[src/leaf_pkg.sv]
`default_nettype none

package leaf_pkg;

    // Field widths of a fabric packet.
    localparam int PAYLOAD_BITS = 32;
    localparam int LEAF_BITS    = 5;
    localparam int PORT_BITS    = 4;
    localparam int ADDR_BITS    = 7;

    // One 49-bit packet on the fabric side, vld in the top bit.
    typedef struct packed {
        logic                    vld;
        logic [LEAF_BITS-1:0]    dest_leaf;
        logic [PORT_BITS-1:0]    dest_port;
        logic [ADDR_BITS-1:0]    addr;     // Stream number on egress.
        logic [PAYLOAD_BITS-1:0] payload;
    } leaf_pkt_t;

    // Destination of one output stream.
    typedef struct packed {
        logic [LEAF_BITS-1:0] dest_leaf;
        logic [PORT_BITS-1:0] dest_port;
    } route_t;

    // Meaning of the dest_port field at this leaf.
    typedef enum logic [PORT_BITS-1:0] {
        port_config = 4'd0,  // Route table writes.
        port_in1    = 4'd1,
        port_in2    = 4'd2
    } port_role_e;

endpackage

`default_nettype wire
[src/leaf_i2o3.sv]
`timescale 1ns/1ps
`default_nettype none

module leaf_i2o3 #(
    parameter logic [leaf_pkg::LEAF_BITS-1:0] LEAF_ID    = 5'd1,
    parameter int                             FIFO_DEPTH = 16
) (
    input  wire logic                clk,
    input  wire logic                arst_n,
    input  wire leaf_pkg::leaf_pkt_t din_leaf_bft2interface,
    output leaf_pkg::leaf_pkt_t      dout_leaf_interface2bft,
    input  wire logic                resend,
    input  wire logic                ap_start
);
    import leaf_pkg::*;

    logic                         reset_ap_start_user;
    logic [1:0][PAYLOAD_BITS-1:0] dout_leaf_interface2user;
    logic [1:0]                   vld_interface2user;
    logic [1:0]                   ack_user2interface;
    logic [2:0][PAYLOAD_BITS-1:0] din_leaf_user2interface;
    logic [2:0]                   vld_user2interface;
    logic [2:0]                   ack_interface2user;
    leaf_pkt_t                    dout_leaf_interface2bft_tmp;

    assign dout_leaf_interface2bft = resend ? '0 : dout_leaf_interface2bft_tmp;  // Blanked.

    leaf_interface #(
        .LEAF_ID    (LEAF_ID),
        .FIFO_DEPTH (FIFO_DEPTH)
    ) u_leaf_interface (
        .clk                      (clk),
        .arst_n                   (arst_n),
        .din_leaf_bft2interface   (din_leaf_bft2interface),
        .dout_leaf_interface2bft  (dout_leaf_interface2bft_tmp),
        .resend                   (resend),
        .ap_start                 (ap_start),
        .reset_ap_start_user      (reset_ap_start_user),
        .dout_leaf_interface2user (dout_leaf_interface2user),
        .vld_interface2user       (vld_interface2user),
        .ack_user2interface       (ack_user2interface),
        .din_leaf_user2interface  (din_leaf_user2interface),
        .vld_user2interface       (vld_user2interface),
        .ack_interface2user       (ack_interface2user)
    );

    user_kernel u_user_kernel (
        .clk      (clk),
        .reset    (reset_ap_start_user),
        .arst_n   (arst_n),
        .in1_data (dout_leaf_interface2user[0]),
        .in1_vld  (vld_interface2user[0]),
        .in1_ack  (ack_user2interface[0]),
        .in2_data (dout_leaf_interface2user[1]),
        .in2_vld  (vld_interface2user[1]),
        .in2_ack  (ack_user2interface[1]),
        .out_data (din_leaf_user2interface),
        .out_vld  (vld_user2interface),
        .out_ack  (ack_interface2user)
    );

endmodule

`default_nettype wire

[src/user_kernel.sv]
`timescale 1ns/1ps
`default_nettype none

module user_kernel (
    input  wire logic                                   clk,
    input  wire logic                                   reset,
    input  wire logic                                   arst_n,
    input  wire logic [leaf_pkg::PAYLOAD_BITS-1:0]      in1_data,
    input  wire logic                                   in1_vld,
    output logic                                        in1_ack,
    input  wire logic [leaf_pkg::PAYLOAD_BITS-1:0]      in2_data,
    input  wire logic                                   in2_vld,
    output logic                                        in2_ack,
    output logic [2:0][leaf_pkg::PAYLOAD_BITS-1:0]      out_data,
    output logic [2:0]                                  out_vld,
    input  wire logic [2:0]                             out_ack
);
    import leaf_pkg::*;

    logic running;
    logic room;
    logic take;

    // Every result slot is empty or drains this cycle.
    assign room    = &(~out_vld | out_ack);
    assign take    = running && in1_vld && in2_vld && room;
    assign in1_ack = take;
    assign in2_ack = take;

    always_ff @(posedge clk or negedge arst_n) begin
        if (!arst_n) begin
            running <= 1'b0;
            out_vld <= '0;
        end else if (reset) begin
            running <= 1'b0;
            out_vld <= '0;
        end else begin
            running <= 1'b1;
            for (int k = 0; k < 3; k++) begin
                if (take) begin
                    out_vld[k] <= 1'b1;
                end else if (out_ack[k]) begin
                    out_vld[k] <= 1'b0;
                end
            end
        end
    end

    // Stream 1 sum, stream 2 difference, stream 3 xor.
    always_ff @(posedge clk) begin
        if (take) begin
            out_data <= {in1_data ^ in2_data, in1_data - in2_data, in1_data + in2_data};
        end
    end

endmodule

`default_nettype wire

[src/leaf_interface.sv]
`timescale 1ns/1ps
`default_nettype none

module leaf_interface #(
    parameter logic [leaf_pkg::LEAF_BITS-1:0] LEAF_ID    = '0,
    parameter int                             FIFO_DEPTH = 16
) (
    input  wire logic                                   clk,
    input  wire logic                                   arst_n,
    input  wire leaf_pkg::leaf_pkt_t                    din_leaf_bft2interface,
    output leaf_pkg::leaf_pkt_t                         dout_leaf_interface2bft,
    input  wire logic                                   resend,
    input  wire logic                                   ap_start,
    output logic                                        reset_ap_start_user,
    output logic [1:0][leaf_pkg::PAYLOAD_BITS-1:0]      dout_leaf_interface2user,
    output logic [1:0]                                  vld_interface2user,
    input  wire logic [1:0]                             ack_user2interface,
    input  wire logic [2:0][leaf_pkg::PAYLOAD_BITS-1:0] din_leaf_user2interface,
    input  wire logic [2:0]                             vld_user2interface,
    output logic [2:0]                                  ack_interface2user
);
    import leaf_pkg::*;

    logic [1:0]                   push;
    logic [1:0][PAYLOAD_BITS-1:0] push_data;
    logic [1:0]                   full;
    logic                         route_we;
    logic [1:0]                   route_sel;
    route_t                       route_data;

    // Kernel stays in reset until ap_start is first seen.
    always_ff @(posedge clk or negedge arst_n) begin
        if (!arst_n) begin
            reset_ap_start_user <= 1'b1;
        end else if (ap_start) begin
            reset_ap_start_user <= 1'b0;
        end
    end

    leaf_ingress #(
        .LEAF_ID(LEAF_ID)
    ) u_ingress (
        .clk        (clk),
        .arst_n     (arst_n),
        .pkt        (din_leaf_bft2interface),
        .push       (push),
        .push_data  (push_data),
        .full       (full),
        .route_we   (route_we),
        .route_sel  (route_sel),
        .route_data (route_data)
    );

    for (genvar i = 0; i < 2; i++) begin : g_in_q
        stream_fifo #(
            .DEPTH(FIFO_DEPTH)
        ) u_fifo (
            .clk       (clk),
            .arst_n    (arst_n),
            .push      (push[i]),
            .push_data (push_data[i]),
            .full      (full[i]),
            .data      (dout_leaf_interface2user[i]),
            .vld       (vld_interface2user[i]),
            .ack       (ack_user2interface[i])
        );
    end

    leaf_egress u_egress (
        .clk        (clk),
        .arst_n     (arst_n),
        .resend     (resend),
        .route_we   (route_we),
        .route_sel  (route_sel),
        .route_data (route_data),
        .data       (din_leaf_user2interface),
        .vld        (vld_user2interface),
        .ack        (ack_interface2user),
        .pkt        (dout_leaf_interface2bft)
    );

endmodule

`default_nettype wire

[src/leaf_egress.sv]
`timescale 1ns/1ps
`default_nettype none

module leaf_egress (
    input  wire logic                                   clk,
    input  wire logic                                   arst_n,
    input  wire logic                                   resend,
    input  wire logic                                   route_we,
    input  wire logic [1:0]                             route_sel,
    input  wire leaf_pkg::route_t                       route_data,
    input  wire logic [2:0][leaf_pkg::PAYLOAD_BITS-1:0] data,
    input  wire logic [2:0]                             vld,
    output logic [2:0]                                  ack,
    output leaf_pkg::leaf_pkt_t                         pkt
);
    import leaf_pkg::*;

    route_t     route_tab [1:3];
    logic [1:0] last;       // Last stream served, 0 to 2.
    logic [1:0] pick;
    logic       pick_ok;
    leaf_pkt_t  next_pkt;

    // Stream index step+1 places after base, modulo 3.
    function automatic logic [1:0] rr_slot(input logic [1:0] base, input logic [1:0] step);
        logic [2:0] sum;
        sum = 3'(base) + 3'(step) + 3'd1;
        return (sum >= 3'd3) ? 2'(sum - 3'd3) : sum[1:0];
    endfunction

    // Lowest step wins, so the search starts after the last stream served.
    always_comb begin
        pick    = last;
        pick_ok = 1'b0;
        for (int k = 2; k >= 0; k--) begin
            if (vld[rr_slot(last, 2'(k))]) begin
                pick    = rr_slot(last, 2'(k));
                pick_ok = 1'b1;
            end
        end
    end

    always_comb begin
        ack = 3'b000;
        if (pick_ok && !resend) begin
            ack[pick] = 1'b1;
        end
    end

    always_comb begin
        next_pkt           = '0;
        next_pkt.vld       = 1'b1;
        next_pkt.dest_leaf = route_tab[pick + 2'd1].dest_leaf;
        next_pkt.dest_port = route_tab[pick + 2'd1].dest_port;
        next_pkt.addr      = ADDR_BITS'(pick) + 1'b1;  // Streams are numbered from 1.
        next_pkt.payload   = data[pick];
    end

    always_ff @(posedge clk or negedge arst_n) begin
        if (!arst_n) begin
            route_tab <= '{default: '0};
            last      <= 2'd2;
            pkt       <= '0;
        end else begin
            if (route_we && route_sel != 2'd0) begin
                route_tab[route_sel] <= route_data;
            end
            // Packet is held while resend is high.
            if (!resend) begin
                if (pick_ok) begin
                    pkt  <= next_pkt;
                    last <= pick;
                end else begin
                    pkt <= '0;  // Idle cycle.
                end
            end
        end
    end

endmodule

`default_nettype wire

[src/leaf_ingress.sv]
`timescale 1ns/1ps
`default_nettype none

module leaf_ingress #(
    parameter logic [leaf_pkg::LEAF_BITS-1:0] LEAF_ID = '0
) (
    input  wire logic                                   clk,
    input  wire logic                                   arst_n,
    input  wire leaf_pkg::leaf_pkt_t                    pkt,
    output logic [1:0]                                  push,
    output logic [1:0][leaf_pkg::PAYLOAD_BITS-1:0]      push_data,
    input  wire logic [1:0]                             full,
    output logic                                        route_we,
    output logic [1:0]                                  route_sel,
    output leaf_pkg::route_t                            route_data
);
    import leaf_pkg::*;

    logic hit;
    logic addr_ok;
    logic cfg;

    assign hit     = pkt.vld && (pkt.dest_leaf == LEAF_ID);
    assign addr_ok = (pkt.addr[ADDR_BITS-1:2] == '0) && (pkt.addr[1:0] != 2'd0);

    // Push is decoded straight from the packet, so the queue write lands on this edge.
    always_comb begin
        push = 2'b00;
        cfg  = 1'b0;
        if (hit) begin
            case (pkt.dest_port)
                port_in1:    push[0] = !full[0];  // Dropped when full.
                port_in2:    push[1] = !full[1];
                port_config: cfg     = addr_ok;
                default:     ;
            endcase
        end
    end

    assign push_data = {2{pkt.payload}};

    always_ff @(posedge clk or negedge arst_n) begin
        if (!arst_n) begin
            route_we <= 1'b0;
        end else begin
            route_we <= cfg;
        end
    end

    // Entry number 1 to 3 and new route.
    always_ff @(posedge clk) begin
        if (cfg) begin
            route_sel  <= pkt.addr[1:0];
            route_data <= route_t'(pkt.payload[$bits(route_t)-1:0]);
        end
    end

endmodule

`default_nettype wire

[src/stream_fifo.sv]
`timescale 1ns/1ps
`default_nettype none

module stream_fifo #(
    parameter int DEPTH = 16
) (
    input  wire logic                              clk,
    input  wire logic                              arst_n,
    input  wire logic                              push,
    input  wire logic [leaf_pkg::PAYLOAD_BITS-1:0] push_data,
    output logic                                   full,
    output logic [leaf_pkg::PAYLOAD_BITS-1:0]      data,
    output logic                                   vld,
    input  wire logic                              ack
);
    import leaf_pkg::*;

    localparam int AW = $clog2(DEPTH);

    logic [PAYLOAD_BITS-1:0] mem [DEPTH];
    logic [AW:0]             wr_ptr;
    logic [AW:0]             rd_ptr;
    logic                    do_push;
    logic                    do_pop;

    // Extra pointer bit tells full from empty.
    assign full    = (wr_ptr[AW] != rd_ptr[AW]) && (wr_ptr[AW-1:0] == rd_ptr[AW-1:0]);
    assign vld     = (wr_ptr != rd_ptr);
    assign data    = mem[rd_ptr[AW-1:0]];  // Head word.
    assign do_push = push && !full;
    assign do_pop  = vld && ack;

    always_ff @(posedge clk or negedge arst_n) begin
        if (!arst_n) begin
            wr_ptr <= '0;
            rd_ptr <= '0;
        end else begin
            if (do_push) begin
                wr_ptr <= wr_ptr + 1'b1;
            end
            if (do_pop) begin
                rd_ptr <= rd_ptr + 1'b1;
            end
        end
    end

    always_ff @(posedge clk) begin
        if (do_push) begin
            mem[wr_ptr[AW-1:0]] <= push_data;
        end
    end

endmodule

`default_nettype wire

[config.mk]
export PLATFORM = sky130hd
export DESIGN_NAME = leaf_i2o3
export DESIGN_NICKNAME = d
export VERILOG_FILES = /design/src/leaf_pkg.sv /design/src/leaf_i2o3.sv /design/src/user_kernel.sv /design/src/leaf_interface.sv /design/src/leaf_egress.sv /design/src/leaf_ingress.sv /design/src/stream_fifo.sv
export SDC_FILE = /design/constraint.sdc
export NUM_CORES = 1
export LEC_CHECK = 0
export BUFFER_PORTS_ARGS = -buffer_cell sky130_fd_sc_hd__buf_2
export CAP_MARGIN = 20
export CORE_MARGIN = 2
export CORE_UTILIZATION = 57
export DETAILED_ROUTE_END_ITERATION = 16
export PLACE_DENSITY = 0.72
export SLEW_MARGIN = 20
export SYNTH_ARGS = -nofsm -noshare
export SYNTH_HDL_FRONTEND = slang
export SYNTH_HIERARCHICAL = 1
export SYNTH_SLANG_ARGS = --single-unit
[constraint.sdc]
create_clock -name clk -period 5.5 [get_ports clk]
set_input_delay 1.1 -clock clk [delete_from_list [all_inputs] [get_ports clk]]
set_output_delay 1.1 -clock clk [all_outputs]
set_load 0.03 [all_outputs]
==> impl_metrics.env, run 1 <==
export IMPL_synth_warnings=6
export IMPL_routed_wl_microns=129000
export IMPL_cts_tree="yes"
export IMPL_syn2layout_area_growth_pct=11.0
export IMPL_hold_depth=1
export IMPL_root_buffer="clkbuf_16"
export IMPL_post_route_cells_drive_above_1_share=0.237
export IMPL_core_sq_um=90100
export IMPL_relSlewSlack=0.232
export IMPL_syn_area_per_cell_sq_um=17.4
export IMPL_firstDrtPassIters=6
export IMPL_finalNonFillerCells=4368
export IMPL_vias_per_cell=6.49
export IMPL_endpoint_kind="register"
export IMPL_track_usage=0.278
export IMPL_path_depth=14
export IMPL_maxCapViolations=0
export IMPL_htree_num_levels=3
export IMPL_setup_violations_final=0
export IMPL_clock_sinks=1229
export IMPL_p_per_area_nw_per_um2=347
export IMPL_wl_per_cell_microns=29.5
export IMPL_overflow=0
export IMPL_clockBufferDepth=3
export IMPL_hold_viol_final=0
export IMPL_multi_input_area_sq_um=13900
export IMPL_cp_required_ns=5.92
export IMPL_vdd_drop_max_v=0.000418
export IMPL_drc=0
export IMPL_synth_distinct_cells=85
export IMPL_ys_seq_elements=1229
export IMPL_rsz0062_at_grt="false"
export IMPL_path_class="reg -> reg"
export IMPL_dp_final_hpwl_microns=80600
export IMPL_skew_ns=0.0692
export IMPL_fp_dieArea_sq_um=93600
export IMPL_die_w_microns=306
export IMPL_cp_arrival_ns=5.59
export IMPL_grt_max_degree=85
export IMPL_antenna_found_initial=3
export IMPL_crit_chain="mux4_2 -> o22ai_1 -> nor2_1 -> ha_1 -> nor2b_1 -> o31ai_1 -> a2111oi_0 -> buf_4 -> o21ai_1 -> a21oi_1 -> or3_1 -> o21ai_0 -> o211ai_1 -> a31o_2"
export IMPL_ant_nets=0
export IMPL_grt_pass1_wl_microns=189000
export IMPL_cts_buffers=118
export IMPL_slowest_stage="dfrtp_4"
export IMPL_synth_ff_type="edfxtp_1"
export IMPL_ff2ff_path_depth=14
export IMPL_ios=102
export IMPL_cts_resized_gates=0
export IMPL_yosysSeqAreaShare=0.701
export IMPL_path_clk_slew_ns=0.06
export IMPL_start_kind="register"
export IMPL_period_needed_ns=5.17
export IMPL_seqCellArea_sq_um=36400
export IMPL_clock_latency_ns=0.73
export IMPL_final_nets=3219
export IMPL_synth_edf_count=1129
export IMPL_die_h_microns=306
export IMPL_place_inst=4145
export IMPL_hold_class="reg -> reg"
export IMPL_netlist_area_sq_um=52000
export IMPL_finalSetupTns_ns=0
export IMPL_synth_fa_ha_area_frac=0.0188
export IMPL_finalCritPeriodShare=0.940
export IMPL_synth_top_family_by_area="multiplexers"
export IMPL_drt_iter0_markers=3560
export IMPL_status="finished clean"
export IMPL_worst_pin_slew_ns=1.15
export IMPL_slew_viol_final=0
export IMPL_whs_ns=0.434
export IMPL_grt_pass1_vias=28644
export IMPL_holdBufCountCts=0
export IMPL_place_ws_ns=0.484
export IMPL_async_flop_share=0.0814
export IMPL_synth_xor_area_share=0.0138
export IMPL_setup_slack_ns=0.330
export IMPL_p_leak_nw=19.1
export IMPL_start_util=0.576
export IMPL_worstPathMaxFanout=28
export IMPL_fillers=6066
export IMPL_crit_path_max_incr_delay_ns=0.78
export IMPL_critPathTopFamily="compound AO/OA/AOI/OAI gates"
export IMPL_numPortBuffers=97
export IMPL_cts_setup_buffers=0
export IMPL_p_total_mw=20.0
export IMPL_via_count=28347
export IMPL_gp_congestion=0.955
export IMPL_synth_area_mux_share=0.120
export IMPL_path_buf_inv=1
export IMPL_fmax_mhz=193
export IMPL_yosys_area_share_simple=0.0477
export IMPL_synth_cells=2990
export IMPL_num_rows=110
export IMPL_synth_compound_area_share=0.0631
## worst reg2reg max path: stages, from the launching register on
cell       delay (ns)
dfrtp_4          0.78
mux4_2           0.62
o22ai_1          0.23
nor2_1           0.15
ha_1             0.36
nor2b_1          0.16
o31ai_1          0.54
a2111oi_0        0.31
buf_4            0.22
o21ai_1          0.46
a21oi_1          0.12
or3_1            0.35
o21ai_0          0.23
o211ai_1         0.13
a31o_2           0.22
## layer usage
layer  wire length [microns]  vias up  global-route usage
li1                        -    11981                   -
met1                   49700    14735               0.378
met2                   64100     1394               0.466
met3                   10800      237              0.0442
met4                    4070        0              0.0892
met5                       0        -                   0
## Yosys cell counts (all sizes together) (61+ instances only)
cell type | count | share of area
a21oi | 61 | 0.0059
buf | 170 | 0.024
clkbuf | 72 | 0.0052
dfrtp | 98 | 0.047
edfxtp | 1129 | 0.65
ha | 75 | 0.018
inv | 85 | 0.0061
mux4 | 256 | 0.11
nand2 | 85 | 0.0061
nor2 | 190 | 0.014
nor2b | 66 | 0.0082
o21ai | 73 | 0.0072
o22ai | 129 | 0.016
xnor2 | 77 | 0.013
## where the power goes
part | leakage (nW) | switching [mW] | total (mW) | internal [mW]
clock | 1.88 | 3.45 | 8.11 | 4.66
sequential | 11.5 | 0.0745 | 10.4 | 10.3
combinational | 5.68 | 1.02 | 1.53 | 0.507
## worst paths after layout
path                                                        startpoint                                     endpoint  slack, ns
max                        u_leaf_interface/g_in_q[0].u_fifo/rd_ptr[1]                   u_user_kernel/out_data[63]       0.33
min                                         u_user_kernel/out_data[75]            u_leaf_interface/u_egress/pkt[11]       0.43
max reg2reg                u_leaf_interface/g_in_q[0].u_fifo/rd_ptr[1]                   u_user_kernel/out_data[63]       0.33
min reg2reg                                 u_user_kernel/out_data[75]            u_leaf_interface/u_egress/pkt[11]       0.43
max in group asynchronous                                       arst_n  u_leaf_interface/g_in_q[0].u_fifo/rd_ptr[1]       3.91
min in group asynchronous                                       arst_n            u_leaf_interface/u_egress/pkt[13]       0.52
## placed cells by master (no fill, tap or decap), drive strengths merged, types with 33 or more instances in the layout
master,instances
and2,36
o211ai,44
dfrtp,98
ha,75
buf,218
nand3,43
a21oi,61
mux4,256
o21ai,73
nor2b,66
nor2,190
edfxtp,1129
clkinv,50
o22ai,129
xnor2,77
a221o,33
inv,88
nand2,85
clkbuf,156
## through the flow
stage	utilization	cell area (sq um)
2_1_floorplan	-	52000
3_3_place_gp	0.596	53800
3_5_place_dp	0.596	53800
4_1_cts	0.640	57700
5_1_grt	0.640	57700
6_report	0.640	57700
## state kept, by name, summed over array words and instances, names as in the netlist
signal	cells
u_user_kernel/out_vld	3
u_leaf_interface/u_ingress/route_we	1
u_leaf_interface/reset_ap_start_user	1
u_leaf_interface/g_in_q.u_fifo/rd_ptr	10
u_user_kernel/running	1
u_leaf_interface/g_in_q.u_fifo/wr_ptr	10
u_leaf_interface/u_ingress/route_data	9
u_leaf_interface/u_egress/last	2
u_leaf_interface/u_ingress/route_sel	2
u_leaf_interface/u_egress/pkt	45
u_leaf_interface/u_egress/route_tab	27
u_user_kernel/out_data	94
u_leaf_interface/g_in_q.u_fifo/mem	1024
## kinds of logic (layout without fill, tap and decap cells)
kind of cell / Yosys count / count (layout)
AOI/OAI and AO/OA: 464 / 464
xor gates and xnor gates: 81 / 81
adders and majority gates: 77 / 77
buffers and inverters: 335 / 531
DFF: 1229 / 1229
muxes: 298 / 298
other: 1 / 7
and+or+nand+nor: 505 / 505
## layout make-up
cell class,instances,share of cell area
Sequential cell,1229,0.632
Multi-Input combinational cell,1429,0.241
Clock buffer,156,0.0548
Timing Repair Buffer,218,0.0277
Tap cell,1176,0.0255
Clock inverter,64,0.0127
Inverter,93,0.00612
Antenna cell,3,0.000130
(Power assumes the default switching activity.)
==> run 2: changes to the inputs <==
--- a/config.mk
+++ b/config.mk
@@ -11,6 +11,7 @@
 export CORE_UTILIZATION = 57
 export DETAILED_ROUTE_END_ITERATION = 16
 export PLACE_DENSITY = 0.72
+export RECOVER_POWER = 25
 export SLEW_MARGIN = 20
 export SYNTH_ARGS = -nofsm -noshare
 export SYNTH_HDL_FRONTEND = slang
==> run 2 against run 1 <==
  * The run now ends with max-capacitance violations, max-slew violations left
  * Worst setup slack gained 0.034 ns
  * First-iteration DRC count decreased by 8.8%
  * Critical path type unchanged
  * Register-to-register slack better by 0.03 ns
  * Flip-flop and latch count did not move
  * Count of clock-buffer cells in the layout did not move
  * Highest routed layer unchanged
  * Sequential power about the same
  * Cell count barely moved
  * Critical path depth is the same
  * Cell area barely moved
  * Fmax grew 0.67%
  * Die area did not move
==> impl_metrics.env, run 2 (same netlist as run 1, synthesis figures left out) <==
export IMPL_overflow=0
export IMPL_ant_nets=0
export IMPL_rsz0062_at_grt="false"
export IMPL_vdd_drop_max_v=0.000416
export IMPL_core_sq_um=90100
export IMPL_drc=0
export IMPL_cts_setup_buffers=0
export IMPL_cp_required_ns=5.92
export IMPL_path_clk_slew_ns=0.06
export IMPL_skew_ns=0.0723
export IMPL_finalCritPeriodShare=0.934
export IMPL_firstDrtPassIters=6
export IMPL_fmax_mhz=195
export IMPL_die_h_microns=306
export IMPL_ff2ff_path_depth=14
export IMPL_violations="max-capacitance violations, max-slew violations"
export IMPL_drt_iter0_markers=3247
export IMPL_worst_pin_slew_ns=3.84
export IMPL_cp_arrival_ns=5.56
export IMPL_antenna_found_initial=2
export IMPL_final_common_cell="edfxtp_1"
export IMPL_syn2layout_area_growth_pct=10.9
export IMPL_start_util=0.576
export IMPL_gp_congestion=0.955
export IMPL_p_sw_frac=0.227
export IMPL_wl_per_cell_microns=29.5
export IMPL_setup_violations_final=0
export IMPL_vias_per_cell=6.51
export IMPL_finalSetupTns_ns=0
export IMPL_worstPathMaxFanout=28
export IMPL_die_w_microns=306
export IMPL_cts_tree="yes"
export IMPL_htree_num_levels=3
export IMPL_largest_reg_flops=1024
export IMPL_holdBufCountCts=0
export IMPL_status="complete, but fails checks"
export IMPL_slew_viol_final=106
export IMPL_maxCapViolations=4
export IMPL_dp_final_hpwl_microns=80600
export IMPL_cts_buffers=118
export IMPL_post_route_cells_drive_above_1_share=0.229
export IMPL_place_area_sq_um=53800
export IMPL_hold_depth=1
export IMPL_pwr_share_clk=0.405
export IMPL_track_usage=0.278
export IMPL_fp_dieArea_sq_um=93600
export IMPL_layout_cells_most_common_list="edfxtp_1 (1129), mux4_2 (256), nor2_1 (163)"
export IMPL_path_class="reg -> reg"
export IMPL_p_per_area_nw_per_um2=348
export IMPL_p_leak_nw=19.0
export IMPL_grt_pass1_wl_microns=189000
export IMPL_clock_sinks=1229
export IMPL_grt_pass1_vias=28644
export IMPL_seqPwrFrac=0.519
export IMPL_hold_class="reg -> reg"
export IMPL_start_kind="register"
export IMPL_internal_power_mw=15.5
export IMPL_period_needed_ns=5.14
export IMPL_relSlewSlack=-1.56
export IMPL_clock_latency_ns=0.73
export IMPL_root_buffer="clkbuf_16"
export IMPL_num_rows=110
export IMPL_cts_resized_gates=0
export IMPL_hold_viol_final=0
export IMPL_grt_max_degree=85
export IMPL_final_area_sq_um=57600
export IMPL_clockBufferDepth=3
export IMPL_place_ws_ns=0.484
export IMPL_ios=102
export IMPL_endpoint_kind="register"
export IMPL_via_count=28425
export IMPL_setup_slack_ns=0.365
export IMPL_final_nets=3219
export IMPL_p_sw_mw=4.55
export IMPL_numPortBuffers=97
export IMPL_p_comb_frac=0.076
export IMPL_routed_wl_microns=129000
run 2: power groups by stage:
| stage | registers [mW] | logic [mW] | clock network (mW) |
|---|---|---|---|
| after floorplan | 10.6 | 1.13 | 0 |
| after global placement | 10.6 | 1.46 | 0 |
| after detailed placement | 10.6 | 1.51 | 0 |
| after CTS | 10.4 | 1.51 | 8.22 |
| after global routing | 10.4 | 1.64 | 8.57 |
| final | 10.4 | 1.52 | 8.11 |
run 2: worst paths after layout:
| kind | startpoint | slack, ns | to |
|---|---|---|---|
| hold reg to reg | u_user_kernel/out_data[75] | 0.44 | u_leaf_interface/u_egress/pkt[11] |
| setup reg to reg | u_leaf_interface/g_in_q[0].u_fifo/rd_ptr[1] | 0.36 | u_user_kernel/out_data[63] |
| setup / recovery | u_leaf_interface/g_in_q[0].u_fifo/rd_ptr[1] | 0.36 | u_user_kernel/out_data[63] |
| max in group asynchronous | arst_n | 1.33 | u_leaf_interface/u_egress/last[0] |
| hold / removal | u_user_kernel/out_data[75] | 0.44 | u_leaf_interface/u_egress/pkt[11] |
| min in group asynchronous | arst_n | 1.72 | u_leaf_interface/u_egress/pkt[13] |
run 2: through the flow:
stage	power, mW	util	hold slack [ns]	std cells
finish	20.0	0.639	0.436	4366
global route	20.6	0.639	0.446	4365
global placement	12.0	0.596	0.456	4145
detailed placement	12.1	0.596	0.467	4145
floorplan	11.7	-	0.436	2993
CTS	20.1	0.640	0.429	4365
run 2: layout make-up:
| class | count | area, sq um |
|---|---|---|
| flip-flops and latches | 1229 | 36400 |
| fillers | 6076 | 32500 |
| multi-input cells | 1429 | 13900 |
| clock buffers | 156 | 3160 |
| repair buffers | 218 | 1560 |
| well taps | 1176 | 1470 |
| clock inverters | 64 | 732 |
| inverters | 93 | 353 |
| diodes | 1 | 2.50 |
run 2: critical path: stages (launching register included):
cell       delay (ns)
dfrtp_4          0.78
mux4_2           0.61
o22ai_1          0.22
nor2_1           0.15
ha_1             0.36
nor2b_1          0.16
o31ai_1          0.54
a2111oi_0        0.29
buf_4            0.21
o21ai_1          0.43
a21oi_1          0.12
or3_1            0.35
o21ai_0          0.24
o211ai_1         0.13
a31o_2           0.22
run 2: per-layer routing:
layer	vias to the layer above	share of wire	global-route usage
met5	-	0	0
met4	0	0.032	0.0892
met3	242	0.083	0.0442
met2	1433	0.50	0.466
met1	14772	0.39	0.378
li1	11978	-	-
